===== src/include/hyp_cfg.svh =====
/*
  Fixed-point format and register map of the hyperbolic unit.
  The Q16.16 format is fixed; the exp engine constants assume 16 fraction
  bits and a 32-bit word, so changing these values alone is not supported.
*/
`ifndef HYP_CFG_SVH
`define HYP_CFG_SVH

// Data word and fraction width, Q16.16
`define HYP_DATA_W 32
`define HYP_FRAC_W 16

// Shift-add steps of the exp engine
`define HYP_EXP_ITERS 15

// Register addresses on the 1-bit cfg_addr
`define HYP_ADDR_MODE   1'b0
`define HYP_ADDR_STATUS 1'b1

`endif


===== src/hyp_pkg.sv =====
/*
  Types shared by the hyperbolic unit and its testbench.
  fix_t is a signed Q16.16 word. Mode code 3 is illegal and never held.
*/
`default_nettype none

`include "hyp_cfg.svh"

package hyp_pkg;

  // Signed Q16.16 fixed-point word
  typedef logic signed [`HYP_DATA_W-1:0] fix_t;

  // Saturation limits of fix_t
  localparam fix_t FIX_MAX = {1'b0, {(`HYP_DATA_W-1){1'b1}}};
  localparam fix_t FIX_MIN = {1'b1, {(`HYP_DATA_W-1){1'b0}}};

  // Function select, code 3 unused
  typedef enum logic [1:0] {
    HYP_EXP  = 2'd0,
    HYP_COSH = 2'd1,
    HYP_SINH = 2'd2
  } hyp_mode_e;

endpackage

`default_nettype wire


===== src/hyp_config_regs.sv =====
/*
  Mode register and sticky overflow status of the hyperbolic unit.
  Writes of the illegal mode code 3 are dropped. A status write clears
  the sticky bit unless an overflow pulse arrives in the same cycle.
*/
`default_nettype none
`timescale 1ns/1ps

`include "hyp_cfg.svh"

module hyp_config_regs (
  input  wire logic                   CLK,
  input  wire logic                   RST,
  input  wire logic                   cfg_we,
  input  wire logic                   cfg_addr,
  input  wire logic [`HYP_DATA_W-1:0] cfg_wdata,
  input  wire logic                   ovf_pulse,
  output logic      [`HYP_DATA_W-1:0] cfg_rdata,
  output hyp_pkg::hyp_mode_e          mode
);

  logic sticky_q;

  // Mode register, resets to cosh
  always_ff @(posedge CLK or posedge RST) begin
    if (RST) begin
      mode <= hyp_pkg::HYP_COSH;
    end else if (cfg_we && cfg_addr == `HYP_ADDR_MODE && cfg_wdata[1:0] != 2'b11) begin
      mode <= hyp_pkg::hyp_mode_e'(cfg_wdata[1:0]);
    end
  end

  // Sticky overflow, set has priority over the clearing write
  always_ff @(posedge CLK or posedge RST) begin
    if (RST) begin
      sticky_q <= 1'b0;
    end else if (ovf_pulse) begin
      sticky_q <= 1'b1;
    end else if (cfg_we && cfg_addr == `HYP_ADDR_STATUS) begin
      sticky_q <= 1'b0;
    end
  end

  // Read-back of the addressed register
  always_comb begin
    if (cfg_addr == `HYP_ADDR_MODE) begin
      cfg_rdata = {{(`HYP_DATA_W-2){1'b0}}, mode};
    end else begin
      cfg_rdata = {{(`HYP_DATA_W-1){1'b0}}, sticky_q};
    end
  end

  // The sequencer decodes only the three legal codes
  a_mode_legal: assert property (@(posedge CLK) disable iff (RST)
    mode != 2'b11);

endmodule

`default_nettype wire


===== config.mk =====
export PLATFORM = sky130hd
export DESIGN_NAME = hyp_config_regs
export DESIGN_NICKNAME = d
export VERILOG_FILES = /design/src/hyp_pkg.sv /design/src/hyp_config_regs.sv
export VERILOG_INCLUDE_DIRS = /design/src /design/src/include
export SDC_FILE = /design/constraint.sdc
export NUM_CORES = 1
export LEC_CHECK = 0
export BUFFER_PORTS_ARGS = -buffer_cell sky130_fd_sc_hd__buf_2
export CAP_MARGIN = 20
export CORE_MARGIN = 2
export CORE_UTILIZATION = 26
export CTS_BUF_LIST = sky130_fd_sc_hd__clkbuf_8
export DETAILED_ROUTE_END_ITERATION = 10
export GPL_TIMING_DRIVEN = 0
export PLACE_DENSITY = 0.82
export SETUP_SLACK_MARGIN = 0.3
export SLEW_MARGIN = 20
export SYNTH_ARGS = -nofsm -noshare
export SYNTH_HDL_FRONTEND = slang
export SYNTH_SLANG_ARGS = --single-unit

===== constraint.sdc =====
create_clock -name CLK -period 0.9 [get_ports CLK]
set_input_delay 0.09 -clock CLK [delete_from_list [all_inputs] [get_ports CLK]]
set_output_delay 0.09 -clock CLK [all_outputs]
set_load 0.05 [all_outputs]

-- Word-level counts from Yosys, hierarchy flattened
Index checks and enable logic that the tools add are counted.
Widths: inputs -> output; s select.
- bits in registers: 3
- output and inout port bits: 34
- bits of input ports: 37
- logic and storage cells: 11
- equality and inequality tests: 1
- reductions and logical operators: 4
- multiplexer cells: 3
- bitwise gates (word level): 1
- operators with widths (operator ; count):
    $logic_and 1x1->1 ; 3
    $mux 1 ; 2
    $mux 2 ; 1
    $ne 2x2->1 const B ; 1
    $reduce_bool 2->1 ; 1
    $not 1->1 ; 1

-- Longest topological paths before layout
Gate-level depths: netlist (run 1).
- depth after elaboration: 3
- depth in mapped cells: 2

-- Worst setup path after synthesis (run 1)
OpenSTA, ideal clock, no wires.
- kind: register -> output
- start: register mode[0]
- end: output port cfg_rdata[0]
- setup slack: -1.058 ns
- arrival time: 1.868 ns
- stages on the path, launching flop included: 3
- required time: 0.810 ns
- cell sequence: dfstp_2 -> inv_1 -> o21ai_0
- longest elaborated chain between the ends: 1
- RTL lines (element ; line ; text):
    from (decl) ; hyp_config_regs.sv:19 ; output hyp_pkg::hyp_mode_e mode
    from (signal assigned) ; hyp_config_regs.sv:27 ; mode <= hyp_pkg::HYP_COSH;
    from (signal assigned) ; hyp_config_regs.sv:29 ; mode <= hyp_pkg::hyp_mode_e'(cfg_wdata[1:0]);
    $mux 2 ; hyp_config_regs.sv:46 ; if (cfg_addr == `HYP_ADDR_MODE) begin
    to (decl) ; hyp_config_regs.sv:18 ; output logic [`HYP_DATA_W-1:0] cfg_rdata,
Every way passes these cells.

-- Worst setup path in the final report (run 1)
Ends and elaborated chain as after synthesis.

==> results_dict.tcl, run 1 <==
set metrics [dict create \
    setup_violations 5 \
    synth_top_area_share_pct 60.81 \
    synth_compound_area_share_pct 6.757 \
    period_minus_slack_ns 1.158 \
    synth_top_cell_by_area "buf_4" \
    finalMaxSlewViolations 0 \
    ys_top_cells_by_count "buf_4 (30), dfrtp_1 (2), inv_1 (2), nand2_1 (2)" \
    vdd.ir_drop.worst_mv 0.5550 \
    yosysSeqAreaShare_pct 20.61 \
    dieArea_um2 1742 \
    synth_area_um2 370.4 \
    synth.mux.area_fraction_pct 0 \
    drc_errors 0 \
    fin_skew_ns 0 \
    fmax_mhz 863.7 \
    ys_warn_count 0 \
    violations "setup timing" \
    status "complete, but fails checks" \
    swShare_pct 44.90 \
    synth_top_family_by_area "buffers and inverters" \
    die_h_um 41.74 \
    grt_antenna_before_repair 0 \
    p_total_mw 1.180 \
    power.density_nw_per_um2 1762 \
    grt_pass1_wl_um 1110 \
    rows 13 \
    globalplace.congestion 0.7189 \
    clkSinkCount 3 \
    drv_cap 0 \
    vias_per_cell 3.065 \
    ant_nets 0 \
    rsz0062_at_grt "true" \
    power_frac_comb_pct 53.8 \
    vias 328 \
    synth-main-ff-cell "dfrtp_1" \
    synth-simple-area-share_pct 8.784 \
    grt_start_max_net_pins 7 \
    yosys-top-cells-area "buf_4 (61%), dfrtp_1 (14%), dfstp_2 (7.1%)" \
    crit_type "reg -> out" \
    p_sw_uw 529.7 \
    die_width_um 41.74 \
    crit_path_start_kind "flop" \
    clk_pin_slew_ns 0.03 \
    core_um2 1318 \
    ys_types 13 \
    finish.utilization_pct 50.81 \
    portBuffers 10 \
    wl_um 730 \
    hold_path_class "in -> reg" \
    antenna_cells 0 \
    grt_pass1_vias 277 \
    synthArstFlopShare_pct 100.0 \
    clock_power_share_pct 31.8 \
    htreeDepth 1 \
    syn_area_per_cell_um2 8.230 \
    seqPwrFrac_pct 14.4 \
    area_delta_synth_final_pct 80.74 \
    syn_inst 45 \
    synth_edf_count 0 \
    crit_fanout 2 \
    power.leakage_nw 0.4213 \
    clk_latency_ns 0.21 \
    hpwl_um 542.3 \
    fin_nets 130 \
    pre_cts_ws_ns -0.1267 \
    yosys.area_share.xor_xnor_pct 0 \
    cts-root-buf "clkbuf_8" \
    layout_setup_ws_ns -0.2578 \
    ys_seq_elements 3 \
    clock_path_buffers 2 \
    ios 71 \
    grt_overflow 0 \
    cp.arrival_ns 1.07 \
    final-hold-violation-count 0 \
    fillers 128 \
    cts_tree "built" \
    routedWlPerCell_um 6.822 \
    cp.required_ns 0.81 \
    drt_iter0_drc 0 \
    synth_most_common_cell "buf_4" \
    initial_core_util_pct 28.11 \
    drive_gt1_share_pct 56.52 \
    groute.usage.overall_pct 8.781 \
    period_share_pct 128.6 \
    cp-end-kind "primary output" \
    cts_inserted_buffers 3 \
    synthAdderAreaFrac_pct 0 \
    dr.pass1.iters 1 \
    p_int_uw 650.0 \
]
-- sequential cells by signal, indices dropped and copies added, names as in the netlist --
signal,flops
mode,2
sticky_q,1
-- per-layer routing --
metal	vias to the layer above	track usage, %	wire length [µm]	part of all wire [%]
met5	-	0	0	0
met4	0	7.742	0	0
met3	0	5.652	118	16
met2	27	15.94	405	55
met1	130	5.774	205	28
li1	171	-	-	-
-- what timing repair did --
| item | 4_1_cts | 5_1_grt |
|---|---|---|
| endpoints found under the hold margin | 3 | 0 |
| pin swaps | 1 | 1 |
| buffers inserted | 1 | 2 |
| hold buffers | 1 | 0 |
| gates resized for setup | 7 | 2 |
| setup endpoints to repair | 7 | 7 |
-- kinds of logic (layout without fill, tap and decap cells) --
kind of cell / after synthesis / after routing
AND/OR/NAND/NOR: 5 / 5
buffers and inverters: 32 / 50
other: 1 / 30
flip-flops: 3 / 3
AO/OA/AOI/OAI: 4 / 4
-- cell usage in the layout, fill, tap and decap left out --
cell type	synthesis	routed
a21o_1	1	1
a21oi_2	0	1
and2b_4	0	1
buf_2	0	7
buf_4	30	32
buf_6	0	3
buf_8	0	1
clkbuf_8	0	3
conb_1	1	30
dfrtp_1	2	1
dfrtp_2	0	1
dfstp_2	1	1
dlygate4sd3_1	0	1
inv_1	2	2
inv_2	0	1
nand2_1	2	2
nor3b_1	1	1
o21a_1	1	1
o21ai_4	0	1
or3b_1	1	1
-- per-stage QoR --
stage | TNS, ns | std cells | hold slack, ns | cell area, µm²
2_1_floorplan | -0.3211 | 74 | -0.1572 | 493.0
3_3_place_gp | -0.1179 | 99 | -0.04774 | 561.8
3_5_place_dp | -0.1267 | 99 | -0.03953 | 561.8
4_1_cts | -0.5729 | 105 | 0.05931 | 646.9
5_1_grt | -0.8214 | 107 | 0.05526 | 669.4
6_report | -0.7008 | 107 | 0.05968 | 669.4
-- cell type report --
cell class / instances / area (µm²) / area share (%)
buffer: 30 / 225.2 / 33.64
multi-input combinational: 39 / 186.4 / 27.85
timing repair buffer: 14 / 108.9 / 16.26
sequential: 3 / 77.57 / 11.59
clock buffer: 3 / 41.29 / 6.168
tap: 15 / 18.77 / 2.804
inverter: 2 / 7.507 / 1.121
clock inverter: 1 / 3.754 / 0.5607
-- critical path, stage by stage (launching register included) --
cell and delay (ns):
dfstp_2 0.52, inv_2 0.05, o21ai_4 0.12, buf_6 0.17
-- final timing paths --
check                          start           end  slack, ns  cells past startpoint
max                          mode[0]  cfg_rdata[0]      -0.26                      3
max in group asynchronous        RST       mode[0]       0.41                      3
min reg2reg                 sticky_q      sticky_q       0.48                      1
min                        ovf_pulse      sticky_q       0.06                      2
max reg2reg                  mode[0]       mode[0]      -0.09                      4
min in group asynchronous        RST      sticky_q       0.28                      3
-- power by group through the flow --
stage / Clock [mW] / Combinational [mW] / Sequential (mW)
2_1_floorplan: 0 / 0.453 / 0.224
3_3_place_gp: 0 / 0.548 / 0.172
3_5_place_dp: 0 / 0.551 / 0.171
4_1_cts: 0.384 / 0.592 / 0.172
5_1_grt: 0.412 / 0.658 / 0.172
6_report: 0.375 / 0.634 / 0.170
Power figures use the tool's default switching activity.
==> inputs of run 2 (changes only) <==
RECOVER_POWER = 100   (was default)
==> run 2 against run 1 <==
  * The flow still finishes with violations (setup timing)
  * Routed wire length grew 0.55%
  * Clock skew did not move
  * Global-route usage is the same
  * Sequential power about the same
  * First-iteration DRC count did not move
  * Critical path type unchanged
  * Largest cell class unchanged
  * Largest power group unchanged
  * Highest routed layer unchanged
==> results_dict.tcl, run 2 (synthesis gave the netlist of run 1 again) <==
set metrics [dict create \
    multi_input_area_um2 186.4 \
    violations "setup timing" \
    grt_pass1_vias 277 \
    layout_setup_ws_ns -0.2573 \
    drv_cap 0 \
    drt_iter0_drc 0 \
    rows 13 \
    final_common_cell "buf_4" \
    largest-register "mode" \
    ff_latch_area_um2 77.57 \
    cp.required_ns 0.81 \
    drive_gt1_share_pct 55.43 \
    finalMaxSlewViolations 0 \
    fillers 130 \
    layout_common_cells "buf_4 (32), conb_1 (30), buf_2 (7)" \
    grt_start_max_net_pins 7 \
    layoutNonFillerInstCount 107 \
    clock_path_buffers 2 \
    fmax_mhz 864.1 \
    dieArea_um2 1742 \
    antenna_cells 0 \
    groute.usage.overall_pct 8.781 \
    reg_top3 "mode: 2 flops, sticky_q: 1 flops" \
    dr.pass1.iters 1 \
    clk_pin_slew_ns 0.03 \
    final-hold-violation-count 0 \
    wl_um 734 \
    core_um2 1318 \
    drc_errors 0 \
    cts-root-buf "clkbuf_8" \
    stdcell_area_um2 661.9 \
    clkSinkCount 3 \
    largest_reg_flops 2 \
    vias 329 \
    globalplace.congestion 0.7189 \
    grt_pass1_wl_um 1110 \
    htreeDepth 1 \
    cts_tree "built" \
    placed_area_um2 561.8 \
    crit_fanout 2 \
    crit_path_start_kind "flop" \
    cts_inserted_buffers 3 \
    ff2ff_setup_slack_ns -0.09 \
    rsz0062_at_grt "true" \
    die_width_um 41.74 \
    power.density_nw_per_um2 1764 \
    cp.arrival_ns 1.07 \
    r2r_cells 4 \
    crit_type "reg -> out" \
    vdd.ir_drop.worst_mv 0.5531 \
    r2r_start "mode[0]" \
    initial_core_util_pct 28.11 \
    status "complete, but fails checks" \
    placedCellCount 99 \
    power.leakage_nw 0.4164 \
    grt_antenna_before_repair 0 \
    ios 71 \
    fin_skew_ns 0 \
    cp-end-kind "primary output" \
    area_delta_synth_final_pct 78.72 \
    vias_per_cell 3.075 \
    setup_violations 5 \
    routedWlPerCell_um 6.860 \
    ant_nets 0 \
    portBuffers 10 \
    die_h_um 41.74 \
    hp-start "ovf_pulse" \
    clk_latency_ns 0.21 \
    critPathLaunch "mode[0]" \
    grt_overflow 0 \
    fin_nets 130 \
    period_share_pct 128.6 \
    hold_path_class "in -> reg" \
    hold_depth 2 \
    hpwl_um 542.3 \
    period_minus_slack_ns 1.157 \
]
[run 2: final timing paths]
check                                    end
worst max-delay path            cfg_rdata[0]
worst min-delay path                sticky_q
worst max register to register       mode[0]
worst min register to register      sticky_q
max in group asynchronous            mode[0]
min in group asynchronous           sticky_q
[run 2: worst max-delay path: stages (launching register included)]
cell and delay (ns):
dfstp_2 0.52, inv_2 0.05, o21ai_4 0.12, buf_6 0.17
[run 2: per-layer routing]
metal	vias to the layer above	routed length (µm)	track usage [%]
li1	171	-	-
met1	131	209	5.774
met2	27	405	15.94
met3	0	118	5.652
met4	0	0	7.742
met5	-	0	0
[run 2: repair_timing]
action / in CTS / in global routing
setup endpoints to repair: 7 / 7
gates cloned: 0 / 0
resized for setup: 7 / 2
pin swaps: 1 / 1
hold buffers: 1 / 0
endpoints found under the hold margin: 3 / 0
buffers inserted: 1 / 2
[run 2: final cells by class]
cell class | count | share of cell area, %
multi-input combinational | 39 | 28.17
sequential | 3 | 11.72
clock buffer | 3 | 6.238
tap | 15 | 2.836
buffer | 30 | 34.03
inverter | 2 | 1.134
timing repair buffer | 14 | 15.31
clock inverter | 1 | 0.5671
[run 2: power by group]
part           total, mW  switching, mW  internal, mW
sequential         0.169        0.00990         0.159
combinational      0.623          0.434         0.190
clock              0.375         0.0848         0.290
[run 2: metrics by stage]
| step | setup TNS, ns | setup WS (ns) | hold slack, ns | power [mW] | util (%) |
|---|---|---|---|---|---|
| global route | -0.8328 | -0.2878 | 0.05526 | 1.229 | 50.24 |
| finish | -0.7176 | -0.2573 | 0.05967 | 1.168 | 50.24 |
| CTS | -0.5729 | -0.2654 | 0.05931 | 1.147 | 49.10 |
| global placement | -0.1179 | -0.1179 | -0.04774 | 0.7191 | 42.64 |
| floorplan | -0.3211 | -0.2725 | -0.1572 | 0.6772 | - |
| detailed placement | -0.1267 | -0.1267 | -0.03953 | 0.7225 | 42.64 |
==> inputs of run 3 (changes only) <==
ABC_AREA = 1   (was default)
PLACE_DENSITY = 0.8   (was 0.82)
==> run 3 against run 2 <==
  * The run still ends with setup timing left
  * First-iteration DRC count grew 2
  * Sequential share of layout area down 0.19 points
  * Final cell count up 2.8%
  * Critical path type unchanged
  * Largest power group unchanged
==> results_dict.tcl, run 3 <==
set metrics [dict create \
    status "complete, but fails checks" \
    violations "setup timing" \
    wl_um 680 \
    grt.busiest_layer "met2" \
    holdWs_ns 0.06050 \
    rsz0062_at_grt "true" \
    power_frac_comb_pct 51.3 \
    yosysSeqAreaShare_pct 19.87 \
    clock_path_buffers 2 \
    synth_edf_count 0 \
    dr.pass1.iters 2 \
    crit_fanout 3 \
    critical_path.top_delay_family "flip-flops" \
    placed_area_um2 580.6 \
    syn_area_per_cell_um2 7.532 \
    largest_reg_flops 2 \
    period_share_pct 122.9 \
    drt_iter0_drc 2 \
    grt_use_met3_pct 3.448 \
    initial_core_util_pct 28.80 \
    p_total_mw 1.153 \
    crit_type "reg -> out" \
    cts_tree "built" \
    synth_top_area_share_pct 58.63 \
    power.leakage_nw 0.4276 \
    r2r_cells 2 \
    fin_nets 133 \
    rows 13 \
    globalplace.congestion 0.6671 \
    crit_path_cell_trace "nand2_2 > nand2_4 > buf_8" \
    cts_inserted_buffers 3 \
    stdcell_area_um2 661.9 \
    routedWlPerCell_um 6.182 \
    ys_seq_elements 3 \
    crit_path_start_kind "flop" \
    cts-root-buf "clkbuf_8" \
    ant_nets 0 \
    synth-main-ff-cell "dfrtp_1" \
    ys_top_cells_by_count "buf_4 (30), nand2_1 (9), dfrtp_1 (2), inv_1 (2), nand4_1 (2)" \
    syn_inst 51 \
    synth_area_um2 384.1 \
    fin_skew_ns 0 \
    drive_gt1_share_pct 53.68 \
    htreeDepth 1 \
    power.density_nw_per_um2 1742 \
    ios 71 \
    p_sw_uw 537.1 \
    max_stage_delay_ns 0.54 \
    clk_pin_slew_ns 0.03 \
    groute.usage.overall_pct 7.841 \
    grt_pass1_vias 261 \
    layout_setup_ws_ns -0.2064 \
    fmax_mhz 903.9 \
    slowest_stage "dfstp_2" \
    post_cts_buffers 0 \
    layout_common_cells "buf_4 (30), conb_1 (30), nand2_1 (6), buf_2 (6), clkbuf_8 (3)" \
    synth_top_cell_by_area "buf_4" \
    finalMaxSlewViolations 0 \
    dieArea_um2 1801 \
    hold_depth 2 \
    hpwl_um 607.6 \
    yosys-top-cells-area "buf_4 (59%), dfrtp_1 (13%), nand2_1 (8.8%)" \
    cp.required_ns 0.81 \
    synth_most_common_cell "buf_4" \
    ys_types 11 \
    cp.arrival_ns 1.02 \
    path_buf_inv 1 \
    vdd.ir_drop.worst_mv 1.131 \
    clock_power_share_pct 33.4 \
    portBuffers 10 \
    vias 343 \
    grt_start_max_net_pins 5 \
    area_delta_synth_final_pct 72.31 \
    antenna_cells 0 \
    setup_violations 4 \
    clkSinkCount 3 \
    grt_use_met2_pct 12.92 \
    die_h_um 42.44 \
    largest-register "mode" \
    reg_top3 "mode: 2 flops, sticky_q: 1 flops" \
    seqPwrFrac_pct 15.3 \
    use_met1_pct 8.505 \
    die_width_um 42.44 \
    p_int_uw 615.6 \
    finish.utilization_pct 49.62 \
    grt_antenna_before_repair 0 \
    period_minus_slack_ns 1.106 \
    cp-end-kind "primary output" \
    drc_errors 0 \
    hold_path_class "in -> reg" \
    final-hold-violation-count 0 \
    path_depth 3 \
    synthArstFlopShare_pct 100.0 \
    grt_overflow 0 \
    grt_pass1_wl_um 1069 \
    swShare_pct 46.59 \
    core_um2 1334 \
    ys_warn_count 0 \
    layoutNonFillerInstCount 110 \
    drv_cap 0 \
    clk_latency_ns 0.21 \
    vias_per_cell 3.118 \
    placedCellCount 105 \
]
==> run 3: worst register-to-register path, delay by kind of cell (launching register included) <==
family,cells,cell delay [ns]
DFF,1,0.54
and+or+nand+nor,2,0.11
==> run 3: power groups by stage <==
stage / logic [mW] / clock network (mW) / registers (mW)
3_3_place_gp: 0.548 / 0 / 0.173
3_5_place_dp: 0.551 / 0 / 0.175
6_report: 0.591 / 0.386 / 0.176
4_1_cts: 0.582 / 0.388 / 0.177
2_1_floorplan: 0.455 / 0 / 0.222
5_1_grt: 0.620 / 0.410 / 0.180
==> run 3: through the flow <==
stage	TNS [ns]	setup WS (ns)
6_report	-0.4950	-0.2064
5_1_grt	-0.6621	-0.2322
4_1_cts	-0.4980	-0.2130
3_5_place_dp	-0.09896	-0.09896
3_3_place_gp	-0.09086	-0.09086
2_1_floorplan	-0.2165	-0.1357
==> run 3: path summary, 6_finish.rpt <==
check	end	slack, ns	from
min in group asynchronous	mode[1]	0.29	RST
min reg2reg	sticky_q	0.48	sticky_q
max reg2reg	mode[0]	0.19	mode[0]
max in group asynchronous	mode[0]	0.41	RST
min	sticky_q	0.06	ovf_pulse
max	cfg_rdata[0]	-0.21	mode[0]
==> run 3: area by class of cell <==
cell class | instances | area, µm²
Buffer | 30 | 225.2
Tap cell | 15 | 18.77
Timing Repair Buffer | 11 | 85.08
Sequential cell | 3 | 76.32
Inverter | 3 | 11.26
Clock inverter | 1 | 3.754
Fill cell | 153 | 671.9
Clock buffer | 3 | 41.29
Multi-Input combinational cell | 44 | 200.2
==> run 3: cells by family (layout without fill, tap and decap cells) <==
family          count (synthesis)  in the layout  synth area share (%)
compound gates                  1              1                 1.955
buf+inv                        33             48                 61.56
flops                           3              3                 19.87
other cells                     1             30                0.9763
simple gates                   13             13                 15.63
==> run 3: repair_timing <==
action                                  CTS  global route
hold buffers                              1             0
gates resized for setup                   8             2
pin swaps                                 2             2
gates cloned                              0             0
endpoints found under the setup margin    7             7
endpoints found under the hold margin     3             0
==> run 3: layer usage <==
metal,up-vias,part of all wire [%],wire length (µm)
li1,184,-,-
met1,134,33,227
met2,25,50,340
met3,0,16,112
met4,0,0,0
met5,-,0,0
